===== config.mk =====
export PLATFORM = sky130hd
export DESIGN_NAME = p4_router_top
export DESIGN_NICKNAME = d
export VERILOG_FILES = /design/src/logic/router_pkg.sv /design/src/logic/port_id_map.sv /design/src/logic/ingress_buffer.sv /design/src/logic/forward_table.sv /design/src/logic/egress_credit.sv /design/src/logic/p4_router_top.sv
export SDC_FILE = /design/constraint.sdc
export NUM_CORES = 1
export LEC_CHECK = 0
export BUFFER_PORTS_ARGS = -buffer_cell sky130_fd_sc_hd__buf_2
export CAP_MARGIN = 20
export CORE_MARGIN = 3
export CORE_UTILIZATION = 55
export DETAILED_ROUTE_END_ITERATION = 8
export PLACE_DENSITY = 0.72
export SLEW_MARGIN = 5
export SYNTH_ARGS = -nofsm -noshare
export SYNTH_HDL_FRONTEND = slang
export SYNTH_HIERARCHICAL = 1
export SYNTH_SLANG_ARGS = --single-unit

===== constraint.sdc =====
create_clock -name clk -period 4.1 [get_ports clk]
set_input_delay 0.205 -clock clk [delete_from_list [all_inputs] [get_ports clk]]
set_output_delay 0.205 -clock clk [all_outputs]
set_load 0.05 [all_outputs]

===== src/logic/router_pkg.sv =====
//////////////////////////////
// router widths, port ids, descriptor and table structs
//////////////////////////////

`default_nettype none

package router_pkg;

    //////////////////////////////
    // plain vector types
    typedef logic [7:0]  rtl_port_t;    // rtl port index
    typedef logic [7:0]  p4_port_t;     // program port id
    typedef logic [15:0] dst_addr_t;    // destination address
    typedef logic [7:0]  pkt_tag_t;     // opaque tag, carried through
    typedef logic [2:0]  tbl_idx_t;     // forwarding table index
    typedef logic [15:0] drop_cnt_t;    // drop counter

    //////////////////////////////
    // rtl port order
    localparam rtl_port_t CPU_RTL_ID   = 8'd0;
    localparam rtl_port_t OISL0_RTL_ID = 8'd1;
    localparam rtl_port_t OISL1_RTL_ID = 8'd2;
    localparam rtl_port_t ECP0_RTL_ID  = 8'd3;
    localparam rtl_port_t ECP1_RTL_ID  = 8'd4;
    localparam rtl_port_t HDR0_RTL_ID  = 8'd5;
    localparam rtl_port_t HDR1_RTL_ID  = 8'd6;
    localparam rtl_port_t ECG0_RTL_ID  = 8'd7;
    localparam rtl_port_t ECG1_RTL_ID  = 8'd8;
    localparam rtl_port_t ECG2_RTL_ID  = 8'd9;
    localparam rtl_port_t ECG3_RTL_ID  = 8'd10;

    // ids as seen by the forwarding program
    localparam p4_port_t CPU_P4_ID   = 8'd0;
    localparam p4_port_t OISL0_P4_ID = 8'd20;
    localparam p4_port_t OISL1_P4_ID = 8'd21;
    localparam p4_port_t ECP0_P4_ID  = 8'd40;
    localparam p4_port_t ECP1_P4_ID  = 8'd41;
    localparam p4_port_t HDR0_P4_ID  = 8'd60;
    localparam p4_port_t HDR1_P4_ID  = 8'd61;
    localparam p4_port_t ECG0_P4_ID  = 8'd80;
    localparam p4_port_t ECG1_P4_ID  = 8'd81;
    localparam p4_port_t ECG2_P4_ID  = 8'd82;
    localparam p4_port_t ECG3_P4_ID  = 8'd83;

    localparam logic [7:0] INVALID_PORT = 8'hFF;    // unmapped, either direction

    //////////////////////////////
    // depths and counter widths
    localparam int TABLE_DEPTH = 8;
    localparam int IN_CREDITS  = 4;     // ingress fifo depth = upstream credits
    localparam int OUT_CREDITS = 4;     // egress credits after reset
    localparam int IN_PTR_W    = $clog2(IN_CREDITS);
    localparam int IN_CNT_W    = $clog2(IN_CREDITS + 1);
    localparam int OUT_CNT_W   = $clog2(OUT_CREDITS + 1);

    typedef logic [IN_PTR_W-1:0]  in_ptr_t;
    typedef logic [IN_CNT_W-1:0]  in_cnt_t;
    typedef logic [OUT_CNT_W-1:0] credit_cnt_t;

    //////////////////////////////
    // structs
    typedef struct packed {
        rtl_port_t port;        // ingress idx in, egress idx out
        dst_addr_t dst_addr;
        pkt_tag_t  tag;
    } pkt_desc_t;               // 32 bits

    typedef struct packed {
        p4_port_t  ing_p4;
        p4_port_t  egr_p4;      // filled by the table stage
        dst_addr_t dst_addr;
        pkt_tag_t  tag;
    } route_meta_t;             // 40 bits

    typedef struct packed {
        logic      valid;
        dst_addr_t dst_addr;    // exact match key
        p4_port_t  egr_p4;      // action result
    } tbl_entry_t;              // 25 bits

endpackage

`default_nettype wire


===== src/logic/port_id_map.sv =====
//////////////////////////////
// rtl index <-> program port id translation
//////////////////////////////

`timescale 1ns/1ns
`default_nettype none

module port_id_map (
    input  var router_pkg::rtl_port_t ing_rtl,
    output var router_pkg::p4_port_t  ing_p4,
    output var logic                  ing_bad,
    input  var router_pkg::p4_port_t  egr_p4,
    output var router_pkg::rtl_port_t egr_rtl,
    output var logic                  egr_bad
);

    import router_pkg::*;

    //////////////////////////////
    // ingress: rtl -> program
    always_comb begin
        case (ing_rtl)
            CPU_RTL_ID   : ing_p4 = CPU_P4_ID;
            OISL0_RTL_ID : ing_p4 = OISL0_P4_ID;
            OISL1_RTL_ID : ing_p4 = OISL1_P4_ID;
            ECP0_RTL_ID  : ing_p4 = ECP0_P4_ID;
            ECP1_RTL_ID  : ing_p4 = ECP1_P4_ID;
            HDR0_RTL_ID  : ing_p4 = HDR0_P4_ID;
            HDR1_RTL_ID  : ing_p4 = HDR1_P4_ID;
            ECG0_RTL_ID  : ing_p4 = ECG0_P4_ID;
            ECG1_RTL_ID  : ing_p4 = ECG1_P4_ID;
            ECG2_RTL_ID  : ing_p4 = ECG2_P4_ID;
            ECG3_RTL_ID  : ing_p4 = ECG3_P4_ID;
            default      : ing_p4 = INVALID_PORT;   // idx 11 and up
        endcase
    end

    assign ing_bad = (ing_p4 == INVALID_PORT);      // no real id is ff

    //////////////////////////////
    // egress: program -> rtl
    always_comb begin
        case (egr_p4)
            CPU_P4_ID   : egr_rtl = CPU_RTL_ID;
            OISL0_P4_ID : egr_rtl = OISL0_RTL_ID;
            OISL1_P4_ID : egr_rtl = OISL1_RTL_ID;
            ECP0_P4_ID  : egr_rtl = ECP0_RTL_ID;
            ECP1_P4_ID  : egr_rtl = ECP1_RTL_ID;
            HDR0_P4_ID  : egr_rtl = HDR0_RTL_ID;
            HDR1_P4_ID  : egr_rtl = HDR1_RTL_ID;
            ECG0_P4_ID  : egr_rtl = ECG0_RTL_ID;
            ECG1_P4_ID  : egr_rtl = ECG1_RTL_ID;
            ECG2_P4_ID  : egr_rtl = ECG2_RTL_ID;
            ECG3_P4_ID  : egr_rtl = ECG3_RTL_ID;
            default     : egr_rtl = INVALID_PORT;   // gaps in the id space
        endcase
    end

    assign egr_bad = (egr_rtl == INVALID_PORT);

endmodule

`default_nettype wire


===== src/logic/ingress_buffer.sv =====
//////////////////////////////
// ingress descriptor fifo, one credit back per pop
//////////////////////////////

`timescale 1ns/1ns
`default_nettype none

module ingress_buffer (
    input  var logic                  clk,
    input  var logic                  rst,
    input  var logic                  in_valid,
    input  var router_pkg::pkt_desc_t in_desc,
    input  var logic                  pop,
    output var logic                  head_valid,
    output var router_pkg::pkt_desc_t head_desc,
    output var logic                  in_credit
);

    import router_pkg::*;

    pkt_desc_t mem [IN_CREDITS];    // descriptor storage
    in_ptr_t   wr_ptr;
    in_ptr_t   rd_ptr;
    in_cnt_t   count;               // entries held
    logic      do_pop;

    assign do_pop = pop && head_valid;  // never pop an empty fifo

    //////////////////////////////
    // pointers, count, credit pulse
    always_ff @(posedge clk) begin
        if (rst) begin
            wr_ptr    <= '0;
            rd_ptr    <= '0;
            count     <= '0;
            in_credit <= 1'b0;
        end else begin
            if (in_valid) wr_ptr <= wr_ptr + 1'b1;     // wraps at depth
            if (do_pop)   rd_ptr <= rd_ptr + 1'b1;
            case ({in_valid, do_pop})
                2'b10:   count <= count + 1'b1;
                2'b01:   count <= count - 1'b1;
                default: count <= count;               // both or neither
            endcase
            in_credit <= do_pop;                       // cycle after the pop
        end
    end

    // upstream holds a credit for every write, so no full check
    always_ff @(posedge clk) begin
        if (in_valid) mem[wr_ptr] <= in_desc;
    end

    assign head_valid = (count != '0);
    assign head_desc  = mem[rd_ptr];    // visible the cycle after the write

endmodule

`default_nettype wire


===== src/logic/forward_table.sv =====
//////////////////////////////
// exact-match forwarding table, registered lookup
//////////////////////////////

`timescale 1ns/1ns
`default_nettype none

module forward_table (
    input  var logic                    clk,
    input  var logic                    rst,
    input  var logic                    tbl_wr_en,
    input  var router_pkg::tbl_idx_t    tbl_wr_idx,
    input  var router_pkg::tbl_entry_t  tbl_wr_entry,
    input  var logic                    req_valid,
    input  var router_pkg::route_meta_t req_meta,
    input  var logic                    stall,
    output var logic                    lkp_valid,
    output var logic                    lkp_hit,
    output var router_pkg::route_meta_t lkp_meta
);

    import router_pkg::*;

    logic [TABLE_DEPTH-1:0] ent_valid;              // per entry, cleared by reset
    dst_addr_t              ent_addr [TABLE_DEPTH]; // match keys
    p4_port_t               ent_port [TABLE_DEPTH]; // egress ids
    logic                   hit;
    p4_port_t               hit_port;

    //////////////////////////////
    // table writes
    always_ff @(posedge clk) begin
        if (rst) begin
            ent_valid <= '0;
        end else if (tbl_wr_en) begin
            ent_valid[tbl_wr_idx] <= tbl_wr_entry.valid;
        end
    end

    always_ff @(posedge clk) begin
        if (tbl_wr_en) begin
            ent_addr[tbl_wr_idx] <= tbl_wr_entry.dst_addr;
            ent_port[tbl_wr_idx] <= tbl_wr_entry.egr_p4;
        end
    end

    //////////////////////////////
    // parallel compare
    // scanning downward lets the lowest matching index win
    always_comb begin
        hit      = 1'b0;
        hit_port = INVALID_PORT;        // miss -> unmapped id
        for (int i = TABLE_DEPTH - 1; i >= 0; i--) begin
            if (ent_valid[i] && (ent_addr[i] == req_meta.dst_addr)) begin
                hit      = 1'b1;
                hit_port = ent_port[i];
            end
        end
    end

    //////////////////////////////
    // lookup register, held on stall
    always_ff @(posedge clk) begin
        if (rst) begin
            lkp_valid <= 1'b0;
        end else if (!stall) begin
            lkp_valid <= req_valid;
        end
    end

    always_ff @(posedge clk) begin
        if (!stall) begin
            lkp_hit         <= hit;
            lkp_meta        <= req_meta;
            lkp_meta.egr_p4 <= hit_port;   // action fills egress id
        end
    end

endmodule

`default_nettype wire


===== src/logic/egress_credit.sv =====
//////////////////////////////
// egress output register and credit counter
//////////////////////////////

`timescale 1ns/1ns
`default_nettype none

module egress_credit (
    input  var logic                  clk,
    input  var logic                  rst,
    input  var logic                  send_valid,
    input  var router_pkg::pkt_desc_t send_desc,
    input  var logic                  out_credit,
    output var logic                  stall,
    output var logic                  out_valid,
    output var router_pkg::pkt_desc_t out_desc
);

    import router_pkg::*;

    credit_cnt_t credits;       // credits held toward the sink
    logic        send_ok;       // descriptor accepted this cycle

    assign send_ok = send_valid && (credits != '0);
    assign stall   = send_valid && (credits == '0);   // freezes the pipe

    //////////////////////////////
    // credit count
    always_ff @(posedge clk) begin
        if (rst) begin
            credits   <= credit_cnt_t'(OUT_CREDITS);
            out_valid <= 1'b0;
        end else begin
            case ({send_ok, out_credit})
                2'b10:   credits <= credits - 1'b1;
                2'b01:   credits <= credits + 1'b1;
                default: credits <= credits;        // send and return cancel
            endcase
            out_valid <= send_ok;                   // one cycle pulse
        end
    end

    // descriptor lands one cycle after acceptance
    always_ff @(posedge clk) begin
        if (send_ok) out_desc <= send_desc;
    end

endmodule

`default_nettype wire


===== src/logic/p4_router_top.sv =====
//////////////////////////////
// router top: buffer, port map, table, egress, drops
//////////////////////////////

`timescale 1ns/1ns
`default_nettype none

module p4_router_top (
    input  var logic                   clk,
    input  var logic                   rst,
    input  var logic                   in_valid,
    input  var router_pkg::pkt_desc_t  in_desc,
    output var logic                   in_credit,
    input  var logic                   tbl_wr_en,
    input  var router_pkg::tbl_idx_t   tbl_wr_idx,
    input  var router_pkg::tbl_entry_t tbl_wr_entry,
    output var logic                   out_valid,
    output var router_pkg::pkt_desc_t  out_desc,
    input  var logic                   out_credit,
    output var router_pkg::drop_cnt_t  drop_count
);

    import router_pkg::*;

    logic        head_valid;
    pkt_desc_t   head_desc;
    logic        pop;
    p4_port_t    ing_p4;
    logic        ing_bad;
    logic        req_valid;
    route_meta_t req_meta;
    logic        lkp_valid;
    logic        lkp_hit;
    route_meta_t lkp_meta;
    rtl_port_t   egr_rtl;
    logic        egr_bad;
    logic        send_valid;
    pkt_desc_t   send_desc;
    logic        stall;
    logic        ing_drop;
    logic        tbl_drop;

    ingress_buffer u_ingress_buffer (
        .clk, .rst, .in_valid, .in_desc, .pop,
        .head_valid, .head_desc, .in_credit
    );

    port_id_map u_port_id_map (
        .ing_rtl (head_desc.port), .ing_p4, .ing_bad,
        .egr_p4  (lkp_meta.egr_p4), .egr_rtl, .egr_bad
    );

    //////////////////////////////
    // pop and ingress drop
    assign pop       = head_valid && !stall;    // table stage advances
    assign ing_drop  = pop && ing_bad;          // unknown ingress idx
    assign req_valid = pop && !ing_bad;
    assign req_meta  = '{ing_p4: ing_p4, egr_p4: INVALID_PORT,
                         dst_addr: head_desc.dst_addr, tag: head_desc.tag};

    forward_table u_forward_table (
        .clk, .rst, .tbl_wr_en, .tbl_wr_idx, .tbl_wr_entry,
        .req_valid, .req_meta, .stall, .lkp_valid, .lkp_hit, .lkp_meta
    );

    // miss or unmapped egress id frees the stage
    assign tbl_drop   = lkp_valid && (!lkp_hit || egr_bad);
    assign send_valid = lkp_valid && lkp_hit && !egr_bad;
    assign send_desc  = '{port: egr_rtl, dst_addr: lkp_meta.dst_addr, tag: lkp_meta.tag};

    egress_credit u_egress_credit (
        .clk, .rst, .send_valid, .send_desc, .out_credit,
        .stall, .out_valid, .out_desc
    );

    //////////////////////////////
    // drop counter, two drops can land together
    always_ff @(posedge clk) begin
        if (rst) begin
            drop_count <= '0;
        end else begin
            drop_count <= drop_count + drop_cnt_t'(ing_drop) + drop_cnt_t'(tbl_drop);
        end
    end

endmodule

`default_nettype wire


==> out/results.tsv, run 1 <==
stage	metric	value	unit
die	I/O Pins	115	
sta	worst-margin pin slew	971	ps
die	Die W	181	µm
setup_path	Setup CP Type	reg2reg	
sta	Slew Limit Fails	0	
flow_run	max_cap viols	0	
die	core area	0.0299	mm²
routing	Via density	5.62	
cts	clk buf depth	3	
sta	period utilization	90.4	%
power	total power draw	10.2	mW
layout	Area growth, synth to finish	17.5	%
routing	DR WL/cell	21.8	µm
sta	# setup viols final	0	
placement	dpl hpwl	21900	µm
global_route	vias in the first global route	9120	
die	die height	181	µm
run_status	status	completed	
synthesis	number of synthesis warnings	6	
placement	gpl congestion	0.815	
global_route	GRT Total Usage	21.2	%
power	sw frac	23.1	%
sta	Max-slew headroom	35.2	%
cts	post-CTS setup buffer count	0	
setup_path	WP data arrival	3960	ps
worst_hold_path	Hold Path Origin	in_valid	
worst_hold_path	WHS Endpoint	u_ingress_buffer/wr_ptr[0]	
cts	hold_buf cts	51	
setup_path	CP Launch Type	flop	
sta	Hold Fails Final Rpt	0	
routing	Antenna Nets Post-Route	0	
global_route	grt ovf	0	
cts	Worst-path clk slew	60	ps
cts	CTS H-Tree Depth	2	
routing	TritonRoute pass-1 iters	5	
worst_hold_path	WHS Path Cells	3	
sta	clk_skew	31.3	ps
die	Initial Utilization	56.4	%
setup_path	Slowest Stage Delay on Critical Path	740	ps
layout	proportion of layout cells with a drive suffix above 1	22.0	%
synthesis	Post-Syn Area per Cell	17.1	µm²
global_route	initial antenna violation count	0	
setup_path	Register-to-Register Setup Slack	390	ps
routing	DR iter-0 viols	747	
die	Die Area	0.0328	mm²
synthesis	Post-Synthesis Cells	983	
routing	vias	8997	
sta	RSZ-0062 raised after global routing	no	
synthesis	post-synthesis net count	1062	
power	Pwr per Cell Area	514	mW/mm²
routing	Residual DRC	0	
setup_path	worst reg-to-reg path cell count	9	
layout	Fill cells	2059	
layout	Final nets	1257	
routing	Routed WL	34900	µm
cts	cts repair resizes	0	
setup_path	Worst setup EP type	flop	
power	Leakage Power	6.81	nW
cts	CTS tree	built	
cts	Num CTS Buffers	43	
die	FP Rows	63	
sta	achievable frequency	270	MHz
setup_path	critical path fanouts, max	18	
power	Max VDD drop	0.384	mV
power	combinational power share	11.1	%
power	Clock Power Share	38.6	%
cts	# clock sinks	424	
global_route	first-pass GRT wire length	53200	µm
synthesis	synthesized area	0.0168	mm²
global_route	largest net degree at the start of global routing	39	
setup_path	worst reg2reg endpoint	u_forward_table/lkp_meta[28]	
placement	port bufs	114	
setup_path	CP required	4360	ps
cts	worst skew pair latency	560	ps
cts	Root Buffer	clkbuf_16	
sta	Final min period	3710	ps
power	P_int	7.82	mW
worst_hold_path	Hold Path Class	in2reg	
setup_path	CP max stage cell	mux4_2	
power	NetSw	2.35	mW
setup_path	crit-path cells	buf_12 > mux4_2 > xor2_1 > nor4_1 > nand3_1 > a211oi_4 > a221oi_2 > o221ai_1 > a32oi_1	
sta	TNS Setup	0	ps
power	sequential share of power	50.3	%
## layout make-up
type | instances | area [µm²] | area share [%]
multi-input combinational | 469 | 4030 | 20.4
clock buffer | 55 | 1130 | 5.72
tap | 390 | 488 | 2.47
antenna | 1 | 2.50 | 0.0127
inverter | 49 | 184 | 0.930
sequential | 424 | 12300 | 62.4
timing repair buffer | 191 | 1300 | 6.59
clock inverter | 23 | 299 | 1.51
## layout by cell type, fill, tap and decap left out, drive strengths merged, types with 3 or more instances in the layout
cell type	n
bufinv	6
edfxtp	385
o221ai	5
nor2b	5
mux4	32
dfxtp	39
clkbuf	55
nand4	26
xor2	43
nor3	8
and4	3
ha	11
nand3	13
or3	6
a21o	17
a21oi	23
o21ai	20
inv	51
and2	8
a221oi	8
a2111oi	3
and3	6
nand2b	4
clkinv	15
fa	3
o21ba	4
nor4	12
a32oi	4
o21bai	5
xnor2	102
mux2i	5
and4b	3
dlygate4sd3	52
nand2	24
a31oi	5
nor2	42
a211oi	5
buf	139
## worst max-delay path by stage
stage               from                            to  slack, ps  cells past startpoint
global placement    flop  u_forward_table/lkp_meta[26]        490                      9
floorplan           flop                drop_count[13]        800                     15
finish              flop  u_forward_table/lkp_meta[28]        390                      9
CTS                 flop  u_forward_table/lkp_meta[28]        430                      9
global route        flop  u_forward_table/lkp_meta[24]        170                      9
detailed placement  flop  u_forward_table/lkp_meta[29]        480                      9
## worst max-delay path: cells and delay by family, from the launching register on
family,cells,cell delay [ps]
AO/OA/AOI/OAI,4,980
AND/OR/NAND/NOR,2,780
multiplexers,1,740
flip-flops,1,450
buffers and inverters,1,230
XOR/XNOR,1,220
## stage by stage
stage          utilization, %  hold slack (ps)  area, µm²  worst slack [ps]  cells
3_3_place_gp             59.7              401      17800               490   1471
2_1_floorplan               -              274      16800               796    983
3_5_place_dp             59.7              405      17800               485   1471
6_report                 66.2             24.0      19800               392   1602
4_1_cts                  66.2             3.24      19800               426   1600
5_1_grt                  66.2             5.31      19800               169   1601
## power groups by stage
stage | Combinational [mW] | Clock, mW | Sequential, mW
final | 1.13 | 3.92 | 5.12
after floorplan | 0.787 | 0 | 5.20
after global routing | 1.23 | 4.18 | 5.14
after detailed placement | 1.09 | 0 | 5.21
after global placement | 1.07 | 0 | 5.20
after CTS | 1.14 | 4.00 | 5.12
## per-layer routing
layer	vias to the layer above	track usage (%)	routed length, µm
met4	0	6.52	906
met1	4530	28.3	14500
met2	308	36.3	17500
li1	4104	-	-
met3	55	3.34	2020
met5	-	0	0
## flip-flops by register name, summed over array words and instances (netlist names), 3 cells and up, named ones only
signal	flops
u_ingress_buffer/mem	128
u_forward_table/ent_valid	8
u_forward_table/ent_port	64
u_forward_table/lkp_meta	32
drop_count	16
u_egress_credit/out_desc	32
u_ingress_buffer/count	3
u_egress_credit/credits	3
u_forward_table/ent_addr	128
(Power assumes the default switching activity.)
==> run 2: changes to the inputs <==
--- a/config.mk
+++ b/config.mk
@@ -8,9 +8,9 @@
 export BUFFER_PORTS_ARGS = -buffer_cell sky130_fd_sc_hd__buf_2
 export CAP_MARGIN = 20
 export CORE_MARGIN = 3
-export CORE_UTILIZATION = 55
+export CORE_UTILIZATION = 40
 export DETAILED_ROUTE_END_ITERATION = 8
-export PLACE_DENSITY = 0.72
+export PLACE_DENSITY = 0.55
 export SLEW_MARGIN = 5
 export SYNTH_ARGS = -nofsm -noshare
 export SYNTH_HDL_FRONTEND = slang
==> constraint.sdc (replaced) <==
create_clock -name clk -period 4.1 [get_ports clk]
set_input_delay 0.205 -clock clk [delete_from_list [all_inputs] [get_ports clk]]
set_output_delay 0.205 -clock clk [all_outputs]
set_load 0.1 [all_outputs]
==> run 2 against run 1 <==
Compared with the run above: core utilization shrank 18 points; critical path depth grew 1; combinational power grew 4%; sequential power is essentially flat; wire length grew 5.9%; total power grew 1.5%; critical path type unchanged; largest cell class unchanged; highest routed layer unchanged.
==> out/results.tsv, run 2 (same netlist as run 1, synthesis figures left out) <==
stage	metric	value	unit	change
cts	CTS H-Tree Depth	2		unchanged
die	Die Area	0.0446	mm²	+36%
power	Max VDD drop	0.293	mV	-24%
layout	design area	0.0200	mm²	+1.3%
routing	Residual DRC	0		unchanged
global_route	initial antenna violation count	0		unchanged
setup_path	Register-to-Register Setup Slack	390	ps	about the same
sta	RSZ-0062 raised after global routing	no		
setup_path	critical path fanouts, max	28		+10
setup_path	WP data arrival	3990	ps	+30 ps
die	Die W	211	µm	+17%
setup_path	Setup CP Type	reg2reg		
layout	proportion of layout cells with a drive suffix above 1	23.2	%	+1.1 points
routing	Via density	5.03		-10%
sta	clk_skew	15.7	ps	-15.6 ps
routing	DR iter-0 viols	564		-24%
layout	Fill cells	3485		+69%
layout	biggest regs	u_forward_table/ent_addr x128, u_ingress_buffer/mem x128, u_forward_table/ent_port x64		
power	Clock Power Share	39.1	%	+0.5 points
cts	# clock sinks	424		unchanged
die	die height	211	µm	+17%
worst_hold_path	Hold Path Class	in2reg		
layout	commonest non-fill, non-tap cell in the layout	edfxtp_1		
layout	most frequent cells in the layout	edfxtp_1, buf_2, xnor2_1, dlygate4sd3_1, inv_1		
setup_path	worst reg2reg endpoint	u_forward_table/lkp_meta[30]		
routing	TritonRoute pass-1 iters	5		unchanged
sta	# setup viols final	0		unchanged
routing	Antenna Nets Post-Route	0		unchanged
die	I/O Pins	115		unchanged
cts	worst skew pair latency	570	ps	about the same
setup_path	CP max stage cell	mux4_2		
sta	Slew Limit Fails	0		unchanged
routing	Routed WL	36900	µm	+5.9%
setup_path	critical path endpoint	u_forward_table/lkp_meta[30]		
cts	hold_buf cts	56		+9.8%
placement	Placed Area	0.0180	mm²	+0.93%
sta	TNS Setup	0	ps	unchanged
cts	Num CTS Buffers	46		+7.0%
layout	Area growth, synth to finish	19.0	%	
layout	post-route insts no fill	1754		+9.5%
layout	n_diodes	0		-1
run_status	status	completed		
setup_path	worst reg-to-reg path cell count	10		+1
sta	achievable frequency	270	MHz	about the same
flow_run	max_cap viols	0		unchanged
sta	period utilization	90.4	%	about the same
cts	CTS tree	built		
sta	worst-margin pin slew	985	ps	+14.2 ps
global_route	first-pass GRT wire length	56200	µm	+5.8%
power	P_int	7.81	mW	-0.17%
placement	gpl congestion	0.749		-8.1%
setup_path	Worst setup EP type	flop		
cts	Root Buffer	clkbuf_16		
placement	port bufs	114		unchanged
cts	post-CTS setup buffer count	0		unchanged
die	FP Rows	74		+17%
power	sw frac	24.3	%	+1.2 points
layout	Final nets	1263		+0.48%
setup_path	CP Launch Type	flop		
sta	Hold Fails Final Rpt	0		unchanged
setup_path	CP required	4380	ps	+20 ps
routing	DR WL/cell	21.1	µm	-3.3%
sta	Max-slew headroom	34.3	%	-0.88 points
power	Pwr per Cell Area	515	mW/mm²	+0.16%
sta	Final min period	3710	ps	-2.21 ps
worst_hold_path	WHS Path Cells	1		-2
routing	vias	8831		-1.8%
cts	clk buf depth	3		unchanged
placement	dpl hpwl	23400	µm	+6.8%
global_route	largest net degree at the start of global routing	39		unchanged
placement	dpl cells	1612		+9.6%
global_route	vias in the first global route	8935		-2.0%
die	core area	0.0412	mm²	+38%
cts	cts repair resizes	0		unchanged
power	NetSw	2.51	mW	+6.9%
setup_path	crit-path cells	buf_12 > mux4_2 > buf_4 > xnor2_1 > nand3_1 > nor4_1 > and3_1 > inv_1 > o221ai_1 > a32oi_1		
cts	Worst-path clk slew	60	ps	about the same
global_route	grt ovf	0		unchanged
setup_path	Slowest Stage Delay on Critical Path	720	ps	-20 ps
global_route	GRT Total Usage	16.8	%	-4.4 points
power	sequential share of power	49.5	%	-0.8 points
layout	share of the core filled with cells	48.6	%	-18 points
die	Initial Utilization	40.9	%	-15 points
power	Leakage Power	6.85	nW	+0.62%
power	combinational power share	11.4	%	+0.3 points
## run 2: worst min path at each step
stage / endpoint / slack (ps) / from
after floorplan: drop_count[13] / 270 / rst
after detailed placement: u_egress_credit/out_desc[15] / 400 / u_forward_table/lkp_meta[15]
after global routing: u_forward_table/ent_addr[4][10] / 8 / tbl_wr_entry[18]
after CTS: u_forward_table/ent_addr[5][10] / 3 / tbl_wr_entry[18]
after global placement: u_egress_credit/out_desc[3] / 410 / u_forward_table/lkp_meta[3]
final: u_forward_table/ent_addr[5][10] / 30 / tbl_wr_entry[18]
## run 2: metrics by stage
step | total power [mW] | hold WS, ps | setup slack [ps]
4_1_cts | 10.5 | 3.41 | 379
6_report | 10.3 | 33.9 | 394
3_3_place_gp | 6.35 | 405 | 390
3_5_place_dp | 6.36 | 405 | 401
5_1_grt | 10.7 | 7.91 | 156
2_1_floorplan | 6.02 | 274 | 774
## run 2: final cells by class
| cell class | instances | area [µm²] | area share (%) |
|---|---|---|---|
| Sequential cell | 424 | 12300 | 61.6 |
| Multi-Input combinational cell | 469 | 4020 | 20.1 |
| Timing Repair Buffer | 194 | 1340 | 6.67 |
| Clock buffer | 57 | 1220 | 6.11 |
| Tap cell | 532 | 666 | 3.32 |
| Clock inverter | 29 | 262 | 1.31 |
| Inverter | 49 | 184 | 0.918 |
## run 2: power by group through the flow
stage | sequential [mW] | combinational [mW] | clock [mW]
after floorplan | 5.24 | 0.787 | 0
after global placement | 5.20 | 1.15 | 0
after detailed placement | 5.20 | 1.16 | 0
after CTS | 5.12 | 1.21 | 4.14
after global routing | 5.14 | 1.29 | 4.33
final | 5.11 | 1.18 | 4.03
## run 2: layer usage
metal	share of wire (%)	global-route usage, %
met5	0	0
met2	49	27.7
met4	2.3	5.17
met3	3.5	2.57
met1	45	23.4
## run 2: worst max-delay path: cells and delay by family, from the launching register on
kind | cells | cell delay, ps
compound gates | 2 | 420
xor+xnor | 1 | 160
mux | 1 | 720
flops | 1 | 350
buf+inv | 3 | 640
simple gates | 3 | 1110
